## src/x86_dec_pkg.sv

```systemverilog
package x86_dec_pkg;

  // Instruction window and register file sizes
  localparam int unsigned win_bytes_lp = 12;
  localparam int unsigned win_bits_lp  = 8 * win_bytes_lp;
  localparam int unsigned reg_count_lp = 8;

  // Registers in x86 encoding order: eax, ecx, edx, ebx, esp, ebp, esi, edi
  typedef logic [reg_count_lp-1:0][31:0] gpr_file_t;

  // Reduced opcode class reported for each instruction
  typedef enum logic [2:0] {
    OPC_NOP     = 3'd0,
    OPC_ADD     = 3'd1,
    OPC_MOV     = 3'd2,
    OPC_INC     = 3'd3,
    OPC_IMUL    = 3'd4,
    OPC_INVALID = 3'd7
  } opc_e;

  // Operand form of the core opcode
  typedef enum logic [2:0] {
    // No operands at all
    FORM_NONE    = 3'd0,
    // ModR/M rm is the destination, reg is the source
    FORM_RM_R    = 3'd1,
    // ModR/M reg is the destination, rm is the source
    FORM_R_RM    = 3'd2,
    // Accumulator with a full-size immediate
    FORM_ACC_IMM = 3'd3,
    // ModR/M rm with a sign-extended imm8
    FORM_RM_IMM8 = 3'd4,
    // Register in the opcode low bits with a full-size immediate
    FORM_REG_IMM = 3'd5,
    // Register in the opcode low bits only
    FORM_REG     = 3'd6
  } form_e;

  // Kind of the single destination
  typedef enum logic [1:0] {
    DEST_NONE = 2'd0,
    DEST_REG  = 2'd1,
    DEST_MEM  = 2'd2
  } dest_e;

  // Immediate size, IMM_FULL is 4 bytes or 2 bytes under 0x66
  typedef enum logic [1:0] {
    IMM_NONE = 2'd0,
    IMM_8    = 2'd1,
    IMM_FULL = 2'd2
  } imm_sz_e;

endpackage

```

## src/decode_prefix.sv

```systemverilog
`timescale 1ns/1ps

module decode_prefix
  import x86_dec_pkg::*;
(
  input  logic                   clk,
  input  logic                   rst_n,
  input  logic                   in_req,
  output logic                   in_ack,
  input  logic [win_bits_lp-1:0] raw_instr,
  input  logic                   s2_free,
  output logic                   s1_valid,
  output logic [win_bits_lp-1:0] s1_bytes,
  output logic                   s1_op16,
  output logic [1:0]             s1_prefix_count
);

  logic [win_bytes_lp-1:0][7:0] win;
  logic [1:0]                   pfx_count;
  logic                         capture;

  assign win = raw_instr;

  // Count up to two leading operand-size prefixes. A third 0x66 stays in
  // the window and is rejected as an unknown opcode in stage 2
  always_comb begin
    if (win[0] == 8'h66 && win[1] == 8'h66) begin
      pfx_count = 2'd2;
    end else if (win[0] == 8'h66) begin
      pfx_count = 2'd1;
    end else begin
      pfx_count = 2'd0;
    end
  end

  // New request, not yet acknowledged, and stage 1 is or becomes free
  assign capture = in_req && !in_ack && s2_free;

  always_ff @(posedge clk) begin
    if (!rst_n) begin
      in_ack   <= 1'b0;
      s1_valid <= 1'b0;
    end else begin
      if (capture) begin
        in_ack <= 1'b1;
      end else if (!in_req) begin
        in_ack <= 1'b0;
      end
      // When stage 1 is free its content moves on, so only a capture keeps it valid
      if (s2_free) begin
        s1_valid <= capture;
      end
    end
  end

  always_ff @(posedge clk) begin
    if (capture) begin
      s1_bytes        <= raw_instr >> {pfx_count, 3'b000};
      s1_op16         <= (pfx_count != 2'd0);
      s1_prefix_count <= pfx_count;
    end
  end

endmodule

```

## src/decode_opcode.sv

```systemverilog
`timescale 1ns/1ps

module decode_opcode
  import x86_dec_pkg::*;
(
  input  logic                   clk,
  input  logic                   rst_n,
  input  logic                   s1_valid,
  input  logic [win_bits_lp-1:0] s1_bytes,
  input  logic                   s1_op16,
  input  logic [1:0]             s1_prefix_count,
  output logic                   s2_free,
  input  logic                   s3_free,
  output logic                   s2_valid,
  output logic [win_bits_lp-1:0] s2_bytes,
  output logic                   s2_is_2byte,
  output logic                   s2_op16,
  output logic [1:0]             s2_prefix_count,
  output opc_e                   s2_opc,
  output form_e                  s2_form,
  output imm_sz_e                s2_imm_sz,
  output logic                   s2_invalid
);

  logic                   is_esc;
  logic [win_bits_lp-1:0] unescaped;
  logic [7:0]             core_op;
  logic [2:0]             modrm_reg;
  logic                   s2_take;
  logic                   s2_ready;
  opc_e                   opc_d;
  form_e                  form_d;
  imm_sz_e                imm_d;

  assign is_esc    = (s1_bytes[7:0] == 8'h0f);
  assign unescaped = is_esc ? (s1_bytes >> 8) : s1_bytes;
  assign core_op   = unescaped[7:0];
  assign modrm_reg = unescaped[13:11];

  // Opcode table. Prefix bytes 67, F2, F3 and all unlisted opcodes fall to default
  always_comb begin
    opc_d  = OPC_INVALID;
    form_d = FORM_NONE;
    imm_d  = IMM_NONE;
    if (is_esc) begin
      // Only IMUL r32, r/m32 is supported behind the escape
      if (core_op == 8'haf) begin
        opc_d  = OPC_IMUL;
        form_d = FORM_R_RM;
      end
    end else begin
      case (core_op) inside
        8'h01: begin opc_d = OPC_ADD; form_d = FORM_RM_R; end
        8'h03: begin opc_d = OPC_ADD; form_d = FORM_R_RM; end
        8'h05: begin opc_d = OPC_ADD; form_d = FORM_ACC_IMM; imm_d = IMM_FULL; end
        8'h83: begin
          // Group 1, only /0 (ADD) is decoded
          if (modrm_reg == 3'd0) begin
            opc_d  = OPC_ADD;
            form_d = FORM_RM_IMM8;
            imm_d  = IMM_8;
          end
        end
        8'h89: begin opc_d = OPC_MOV; form_d = FORM_RM_R; end
        8'h8b: begin opc_d = OPC_MOV; form_d = FORM_R_RM; end
        [8'h40:8'h47]: begin opc_d = OPC_INC; form_d = FORM_REG; end
        [8'hb8:8'hbf]: begin opc_d = OPC_MOV; form_d = FORM_REG_IMM; imm_d = IMM_FULL; end
        8'h90: begin opc_d = OPC_NOP; form_d = FORM_NONE; end
        default: ;
      endcase
    end
  end

  // Stage 2 hands over when stage 3 accepts, and loads when empty or handing over
  assign s2_take  = s2_valid && s3_free;
  assign s2_ready = !s2_valid || s2_take;
  assign s2_free  = !s1_valid || s2_ready;

  always_ff @(posedge clk) begin
    if (!rst_n) begin
      s2_valid <= 1'b0;
    end else if (s2_ready) begin
      s2_valid <= s1_valid;
    end
  end

  always_ff @(posedge clk) begin
    if (s2_ready && s1_valid) begin
      s2_bytes        <= unescaped;
      s2_is_2byte     <= is_esc;
      s2_op16         <= s1_op16;
      s2_prefix_count <= s1_prefix_count;
      s2_opc          <= opc_d;
      s2_form         <= form_d;
      s2_imm_sz       <= imm_d;
      s2_invalid      <= (opc_d == OPC_INVALID);
    end
  end

endmodule

```

## src/decode_opnds.sv

```systemverilog
`timescale 1ns/1ps

module decode_opnds
  import x86_dec_pkg::*;
(
  input  logic                   clk,
  input  logic                   rst_n,
  input  logic                   s2_valid,
  input  logic [win_bits_lp-1:0] s2_bytes,
  input  logic                   s2_is_2byte,
  input  logic                   s2_op16,
  input  logic [1:0]             s2_prefix_count,
  input  opc_e                   s2_opc,
  input  form_e                  s2_form,
  input  imm_sz_e                s2_imm_sz,
  input  logic                   s2_invalid,
  input  gpr_file_t              gpr,
  output logic                   s3_free,
  output logic                   out_req,
  input  logic                   out_ack,
  output logic [3:0]             instr_len,
  output opc_e                   opc,
  output logic [31:0]            opnd0_r,
  output logic [31:0]            opnd1_r,
  output logic                   src_mem,
  output dest_e                  dest_kind,
  output logic [31:0]            dest_sel
);

  logic                   has_modrm;
  logic [1:0]             mod_f;
  logic [2:0]             reg_f;
  logic [2:0]             rm_f;
  logic [2:0]             op_reg;
  logic                   rm_is_mem;
  logic                   bad;
  logic [3:0]             disp_len;
  logic [3:0]             imm_len;
  logic [2:0]             imm_pos;
  logic [31:0]            disp;
  logic [31:0]            eff_addr;
  logic [win_bits_lp-1:0] imm_win;
  logic [31:0]            imm;
  logic [31:0]            width_mask;
  logic [31:0]            reg_val;
  logic [31:0]            rm_val;
  logic [31:0]            op_val;
  logic [31:0]            eax_val;
  logic [3:0]             len_d;
  logic [31:0]            opnd0_d;
  logic [31:0]            opnd1_d;
  logic                   src_mem_d;
  dest_e                  dest_kind_d;
  logic [31:0]            dest_sel_d;

  assign has_modrm = (s2_form == FORM_RM_R) || (s2_form == FORM_R_RM) ||
                     (s2_form == FORM_RM_IMM8);
  assign mod_f     = s2_bytes[15:14];
  assign reg_f     = s2_bytes[13:11];
  assign rm_f      = s2_bytes[10:8];
  assign op_reg    = s2_bytes[2:0];
  assign rm_is_mem = has_modrm && (mod_f != 2'd3);

  // SIB and absolute disp32 addressing are outside the decoded subset
  assign bad = s2_invalid || (rm_is_mem && rm_f == 3'd4) ||
               (rm_is_mem && mod_f == 2'd0 && rm_f == 3'd5);

  assign disp_len = !rm_is_mem    ? 4'd0 :
                    (mod_f == 2'd1) ? 4'd1 :
                    (mod_f == 2'd2) ? 4'd4 : 4'd0;
  assign disp     = (disp_len == 4'd1) ? {{24{s2_bytes[23]}}, s2_bytes[23:16]} :
                    (disp_len == 4'd4) ? s2_bytes[47:16] : 32'd0;
  assign eff_addr = gpr[rm_f] + disp;

  // The immediate follows the opcode, ModR/M and displacement
  assign imm_pos = 3'd1 + {2'd0, has_modrm} + disp_len[2:0];
  assign imm_win = s2_bytes >> {imm_pos, 3'b000};
  assign imm_len = (s2_imm_sz == IMM_8)    ? 4'd1 :
                   (s2_imm_sz == IMM_FULL) ? (s2_op16 ? 4'd2 : 4'd4) : 4'd0;

  // Under 0x66 register values and immediates are zero-extended from 16 bits
  assign width_mask = s2_op16 ? 32'h0000_ffff : 32'hffff_ffff;
  assign imm        = ((s2_imm_sz == IMM_8) ? {{24{imm_win[7]}}, imm_win[7:0]} :
                       imm_win[31:0]) & width_mask;
  assign reg_val    = gpr[reg_f] & width_mask;
  assign rm_val     = gpr[rm_f] & width_mask;
  assign op_val     = gpr[op_reg] & width_mask;
  assign eax_val    = gpr[0] & width_mask;

  assign len_d = {2'd0, s2_prefix_count} + (s2_is_2byte ? 4'd2 : 4'd1) +
                 {3'd0, has_modrm} + disp_len + imm_len;

  always_comb begin
    opnd0_d     = 32'd0;
    opnd1_d     = 32'd0;
    src_mem_d   = 1'b0;
    dest_kind_d = DEST_REG;
    dest_sel_d  = 32'd0;
    case (s2_form)
      FORM_RM_R, FORM_RM_IMM8: begin
        opnd0_d     = rm_is_mem ? eff_addr : rm_val;
        opnd1_d     = (s2_form == FORM_RM_R) ? reg_val : imm;
        dest_kind_d = rm_is_mem ? DEST_MEM : DEST_REG;
        dest_sel_d  = rm_is_mem ? eff_addr : {29'd0, rm_f};
      end
      FORM_R_RM: begin
        opnd0_d    = reg_val;
        opnd1_d    = rm_is_mem ? eff_addr : rm_val;
        src_mem_d  = rm_is_mem;
        dest_sel_d = {29'd0, reg_f};
      end
      FORM_ACC_IMM: begin
        opnd0_d = eax_val;
        opnd1_d = imm;
      end
      FORM_REG_IMM, FORM_REG: begin
        opnd0_d    = op_val;
        opnd1_d    = (s2_form == FORM_REG_IMM) ? imm : 32'd0;
        dest_sel_d = {29'd0, op_reg};
      end
      default: dest_kind_d = DEST_NONE;
    endcase
  end

  // A retired result lowers out_req, and a new one waits for out_ack low
  assign s3_free = !out_req && !out_ack;

  always_ff @(posedge clk) begin
    if (!rst_n) begin
      out_req <= 1'b0;
    end else if (out_req && out_ack) begin
      out_req <= 1'b0;
    end else if (s3_free && s2_valid) begin
      out_req <= 1'b1;
    end
  end

  always_ff @(posedge clk) begin
    if (s3_free && s2_valid) begin
      instr_len <= bad ? 4'd0 : len_d;
      opc       <= bad ? OPC_INVALID : s2_opc;
      opnd0_r   <= bad ? 32'd0 : opnd0_d;
      opnd1_r   <= bad ? 32'd0 : opnd1_d;
      src_mem   <= bad ? 1'b0 : src_mem_d;
      dest_kind <= bad ? DEST_NONE : dest_kind_d;
      dest_sel  <= bad ? 32'd0 : dest_sel_d;
    end
  end

endmodule

```

## src/decode.sv

```systemverilog
`timescale 1ns/1ps

module decode
  import x86_dec_pkg::*;
(
  input  logic                   clk,
  input  logic                   rst_n,
  input  logic                   in_req,
  output logic                   in_ack,
  input  logic [win_bits_lp-1:0] raw_instr,
  input  gpr_file_t              gpr,
  output logic                   out_req,
  input  logic                   out_ack,
  output logic [3:0]             instr_len,
  output opc_e                   opc,
  output logic [31:0]            opnd0_r,
  output logic [31:0]            opnd1_r,
  output logic                   src_mem,
  output dest_e                  dest_kind,
  output logic [31:0]            dest_sel
);

  // Stage 1 to stage 2
  logic                   s1_valid;
  logic [win_bits_lp-1:0] s1_bytes;
  logic                   s1_op16;
  logic [1:0]             s1_prefix_count;
  logic                   s2_free;

  // Stage 2 to stage 3
  logic                   s2_valid;
  logic [win_bits_lp-1:0] s2_bytes;
  logic                   s2_is_2byte;
  logic                   s2_op16;
  logic [1:0]             s2_prefix_count;
  opc_e                   s2_opc;
  form_e                  s2_form;
  imm_sz_e                s2_imm_sz;
  logic                   s2_invalid;
  logic                   s3_free;

  // Prefix stripping and the input handshake
  decode_prefix prefix_i (
    .clk             (clk),
    .rst_n           (rst_n),
    .in_req          (in_req),
    .in_ack          (in_ack),
    .raw_instr       (raw_instr),
    .s2_free         (s2_free),
    .s1_valid        (s1_valid),
    .s1_bytes        (s1_bytes),
    .s1_op16         (s1_op16),
    .s1_prefix_count (s1_prefix_count)
  );

  // Escape detection and opcode classification
  decode_opcode opcode_i (
    .clk             (clk),
    .rst_n           (rst_n),
    .s1_valid        (s1_valid),
    .s1_bytes        (s1_bytes),
    .s1_op16         (s1_op16),
    .s1_prefix_count (s1_prefix_count),
    .s2_free         (s2_free),
    .s3_free         (s3_free),
    .s2_valid        (s2_valid),
    .s2_bytes        (s2_bytes),
    .s2_is_2byte     (s2_is_2byte),
    .s2_op16         (s2_op16),
    .s2_prefix_count (s2_prefix_count),
    .s2_opc          (s2_opc),
    .s2_form         (s2_form),
    .s2_imm_sz       (s2_imm_sz),
    .s2_invalid      (s2_invalid)
  );

  // Operand formation and the output handshake
  decode_opnds opnds_i (
    .clk             (clk),
    .rst_n           (rst_n),
    .s2_valid        (s2_valid),
    .s2_bytes        (s2_bytes),
    .s2_is_2byte     (s2_is_2byte),
    .s2_op16         (s2_op16),
    .s2_prefix_count (s2_prefix_count),
    .s2_opc          (s2_opc),
    .s2_form         (s2_form),
    .s2_imm_sz       (s2_imm_sz),
    .s2_invalid      (s2_invalid),
    .gpr             (gpr),
    .s3_free         (s3_free),
    .out_req         (out_req),
    .out_ack         (out_ack),
    .instr_len       (instr_len),
    .opc             (opc),
    .opnd0_r         (opnd0_r),
    .opnd1_r         (opnd1_r),
    .src_mem         (src_mem),
    .dest_kind       (dest_kind),
    .dest_sel        (dest_sel)
  );

endmodule

```

## config.mk

```make
export PLATFORM = sky130hd
export DESIGN_NAME = decode
export DESIGN_NICKNAME = d
export VERILOG_FILES = /design/src/x86_dec_pkg.sv /design/src/decode_prefix.sv /design/src/decode_opcode.sv /design/src/decode_opnds.sv /design/src/decode.sv
export SDC_FILE = /design/constraint.sdc
export NUM_CORES = 1
export LEC_CHECK = 0
export BUFFER_PORTS_ARGS = -buffer_cell sky130_fd_sc_hd__buf_2
export CAP_MARGIN = 30
export CORE_MARGIN = 2
export CORE_UTILIZATION = 30
export CTS_BUF_LIST = sky130_fd_sc_hd__clkbuf_2 sky130_fd_sc_hd__clkbuf_4 sky130_fd_sc_hd__clkbuf_8
export DETAILED_ROUTE_END_ITERATION = 10
export SLEW_MARGIN = 20
export SYNTH_ARGS = -nofsm -noshare
export SYNTH_HDL_FRONTEND = slang
export SYNTH_HIERARCHICAL = 1
export SYNTH_SLANG_ARGS = --single-unit
```

## constraint.sdc

```tcl
create_clock -name clk -period 7.59 [get_ports clk]
set_input_delay 0.3795 -clock clk [delete_from_list [all_inputs] [get_ports clk]]
set_output_delay 0.3795 -clock clk [all_outputs]
set_load 0.05 [all_outputs]
```

==> flow_summary.ini <==
[route]
first_pass_iters = 8
viasPerCell = 5.902
drt_iter0_markers = 2933
ant_nets = 0
vias = 22440
drc = 0
wl_per_cell_um = 29.04
wl_um = 110400

[timing]
grt_setup_unrepaired = false
hold_viol = 0
worst_pin_slew_ps = 1144
timing.fmax_mhz = 174.8
fin_crit_sh = 0.7536
layout_min_cycle_time_ps = 5720
finalSetupViolations = 0
whs_ps = 56.37
drv_slew = 0
finalSetupTns_ps = 0
slew_headroom = 0.2376
fin_skew_ps = 56.23
worst_slack_ps = 1870

[critical_path]
crit_type = reg2reg
cp_max_fo = 42
cp.required_ps = 7950
r2r_end = opnds_i/opnd1_r[26]
path_delay_family = compound AO/OA/AOI/OAI gates
crit_buf_inv = 3
slowest_stage = a2111oi_0
crit_chain = buf_4, xnor2_1, o21ai_4, inv_4, a21oi_1, and2_1, ha_1, inv_1, fa_1, nor2b_1, o2111ai_1, a2111oi_0, o21bai_1, nand2_1, mux2_2, nand3_1, a41oi_1
cp.arrival_ps = 6080
ff2ff_path_depth = 17
critical-path-max-stage-delay_ps = 890
reg2reg_from = opcode_i/s2_form[0]
cp-end-kind = flip-flop
reg2reg_slack_ps = 1870
critical_path.startpoint_type = flip-flop

[global_routing]
grt_pass1_wl_um = 157300
grt_pass1_vias = 21780
antenna_found_initial = 18
grt.overflow.total = 0
grt_max_degree = 81
grt_usage = 0.2548

[placement]
place_ws_ps = 2042
place_area_um2 = 28030
hpwl_um = 86970
place_inst = 3670
gp_congestion = 1.057
port-buffer-count = 463

[logic_synthesis]
synth_nets = 2665
syn_inst = 2269
synth_area_um2 = 24750
yosysWarningCount = 6
syn_area_per_cell_um2 = 10.91

[pwr]
vdd_drop_max_mv = 0.1149
combPwrFrac = 0.261
switching_power_uw = 1610
clkPwrFrac = 0.332
swShare = 0.3243
p_int_uw = 3355
p_leak_uw = 0.01158
p_seq_frac = 0.407
power_density_nw_per_um2 = 168.6

[floorplan]
die_w_um = 291.2
die_area_um2 = 84820
start_util = 0.3024
core_area_um2 = 81850
die_y_um = 291.2
ios = 464
num_rows = 105

[clock_network]
cts_buffer_depth = 3
htree_levels = 2
clock_latency_ps = 690
cts_buffers = 54
postCtsSetupBuffers = 0
clk_pin_slew_ps = 60
cts_root_buf = clkbuf_8
cts_tree = done
cts.sink_count = 310

[final_layout]
register_area_um2 = 9269
multiInputGateArea_um2 = 14270
fin_cells = 3802
n_fill_cell = 8240
area_delta_synth_final_pct = 18.99
layout.nets = 3077
final_area_um2 = 29450
drive_gt1_frac = 0.3281

[min_path]
min_path_type = in2reg
hp-start = raw_instr[92]
holdPathStages = 3
hold_path_end = prefix_i/s1_bytes[92]

[status]
outcome = finished, final reports clean

[run]
maxCapViolations = 0
## cell type report
cell class | instances | area share
Timing Repair Buffer | 538 | 0.1006
Antenna cell | 10 | 0.0008496
Sequential cell | 310 | 0.3147
Clock inverter | 33 | 0.01049
Clock buffer | 64 | 0.02778
Tap cell | 1070 | 0.04545
Multi-Input combinational cell | 1656 | 0.4845
Inverter | 121 | 0.01555
## power groups by stage
stage	logic [uW]	registers (uW)	clock network (uW)
after CTS	1270	2020	1700
final	1300	2020	1650
after floorplan	721	2080	0
after detailed placement	1260	2060	0
after global placement	1260	2060	0
after global routing	1360	2030	1770
## routing by layer
layer,track usage,routed length [um],up-vias
li1,-,-,9715
met1,0.3255,43110,11050
met2,0.4153,51200,1405
met3,0.03741,8844,262
met4,0.1399,7183,8
met5,0,59,-
## how the worst max path moves through the flow
stage / start / to / slack, ps / cells after the start
floorplan: opnds_i/out_req / opcode_i/s2_bytes[0] / 1790 / 3
global placement: opcode_i/s2_form[0] / opnds_i/opnd1_r[26] / 2070 / 17
detailed placement: opcode_i/s2_form[0] / opnds_i/opnd1_r[26] / 2040 / 17
CTS: opcode_i/s2_form[0] / opnds_i/opnd1_r[26] / 1990 / 17
global route: opcode_i/s2_form[0] / opnds_i/opnd1_r[26] / 1560 / 17
finish: opcode_i/s2_form[0] / opnds_i/opnd1_r[26] / 1870 / 17
## through the flow
step	util	power, uW
2_1_floorplan	-	2800
4_1_cts	0.3592	4993
3_5_place_dp	0.3425	3313
3_3_place_gp	0.3424	3313
6_report	0.3599	4966
5_1_grt	0.3597	5159
## registers in the layout, summed over array words and instances (netlist names), 2 cells and up
name / cells
prefix_i/s1_bytes: 96
opcode_i/s2_bytes: 88
opnds_i/dest_sel: 32
opnds_i/opnd0_r: 32
opnds_i/opnd1_r: 32
opnds_i/instr_len: 4
opcode_i/s2_form: 3
opcode_i/s2_opc: 3
opnds_i/opc: 3
opcode_i/s2_imm_sz: 2
opcode_i/s2_prefix_count: 2
opnds_i/dest_kind: 2
prefix_i/s1_prefix_count: 2
## cell usage in the layout, fill, tap and decap left out, types with 24 or more instances in the layout
cell type        n
a21o_1          40
a21oi_1        115
a222oi_1        45
and2_1          26
buf_2          463
buf_4           49
clkbuf_8        54
dlygate4sd3_1   24
edfxtp_1       306
ha_1            35
inv_1          115
mux2_2          36
mux2i_1        125
mux4_2         217
nand2_1        349
nor2_1         136
o21ai_0         88
o221ai_1        38
o22ai_1         37
## what timing repair did
action                    4_1_cts  5_1_grt
gates resized for setup         0        0
hold buffers                   24        0
hold endpoints to repair       23        0
## worst reg2reg max path: cells and delay by family, from the launching register on
family | cells | cell delay (ps)
AND/OR/NAND/NOR | 4 | 740
flip-flops | 1 | 320
multiplexers | 1 | 380
XOR/XNOR | 1 | 240
adder cells (fa/ha/maj) | 2 | 650
buffers and inverters | 3 | 610
AO/OA/AOI/OAI | 6 | 2460
No activity file was read; power rests on OpenSTA's default activity.
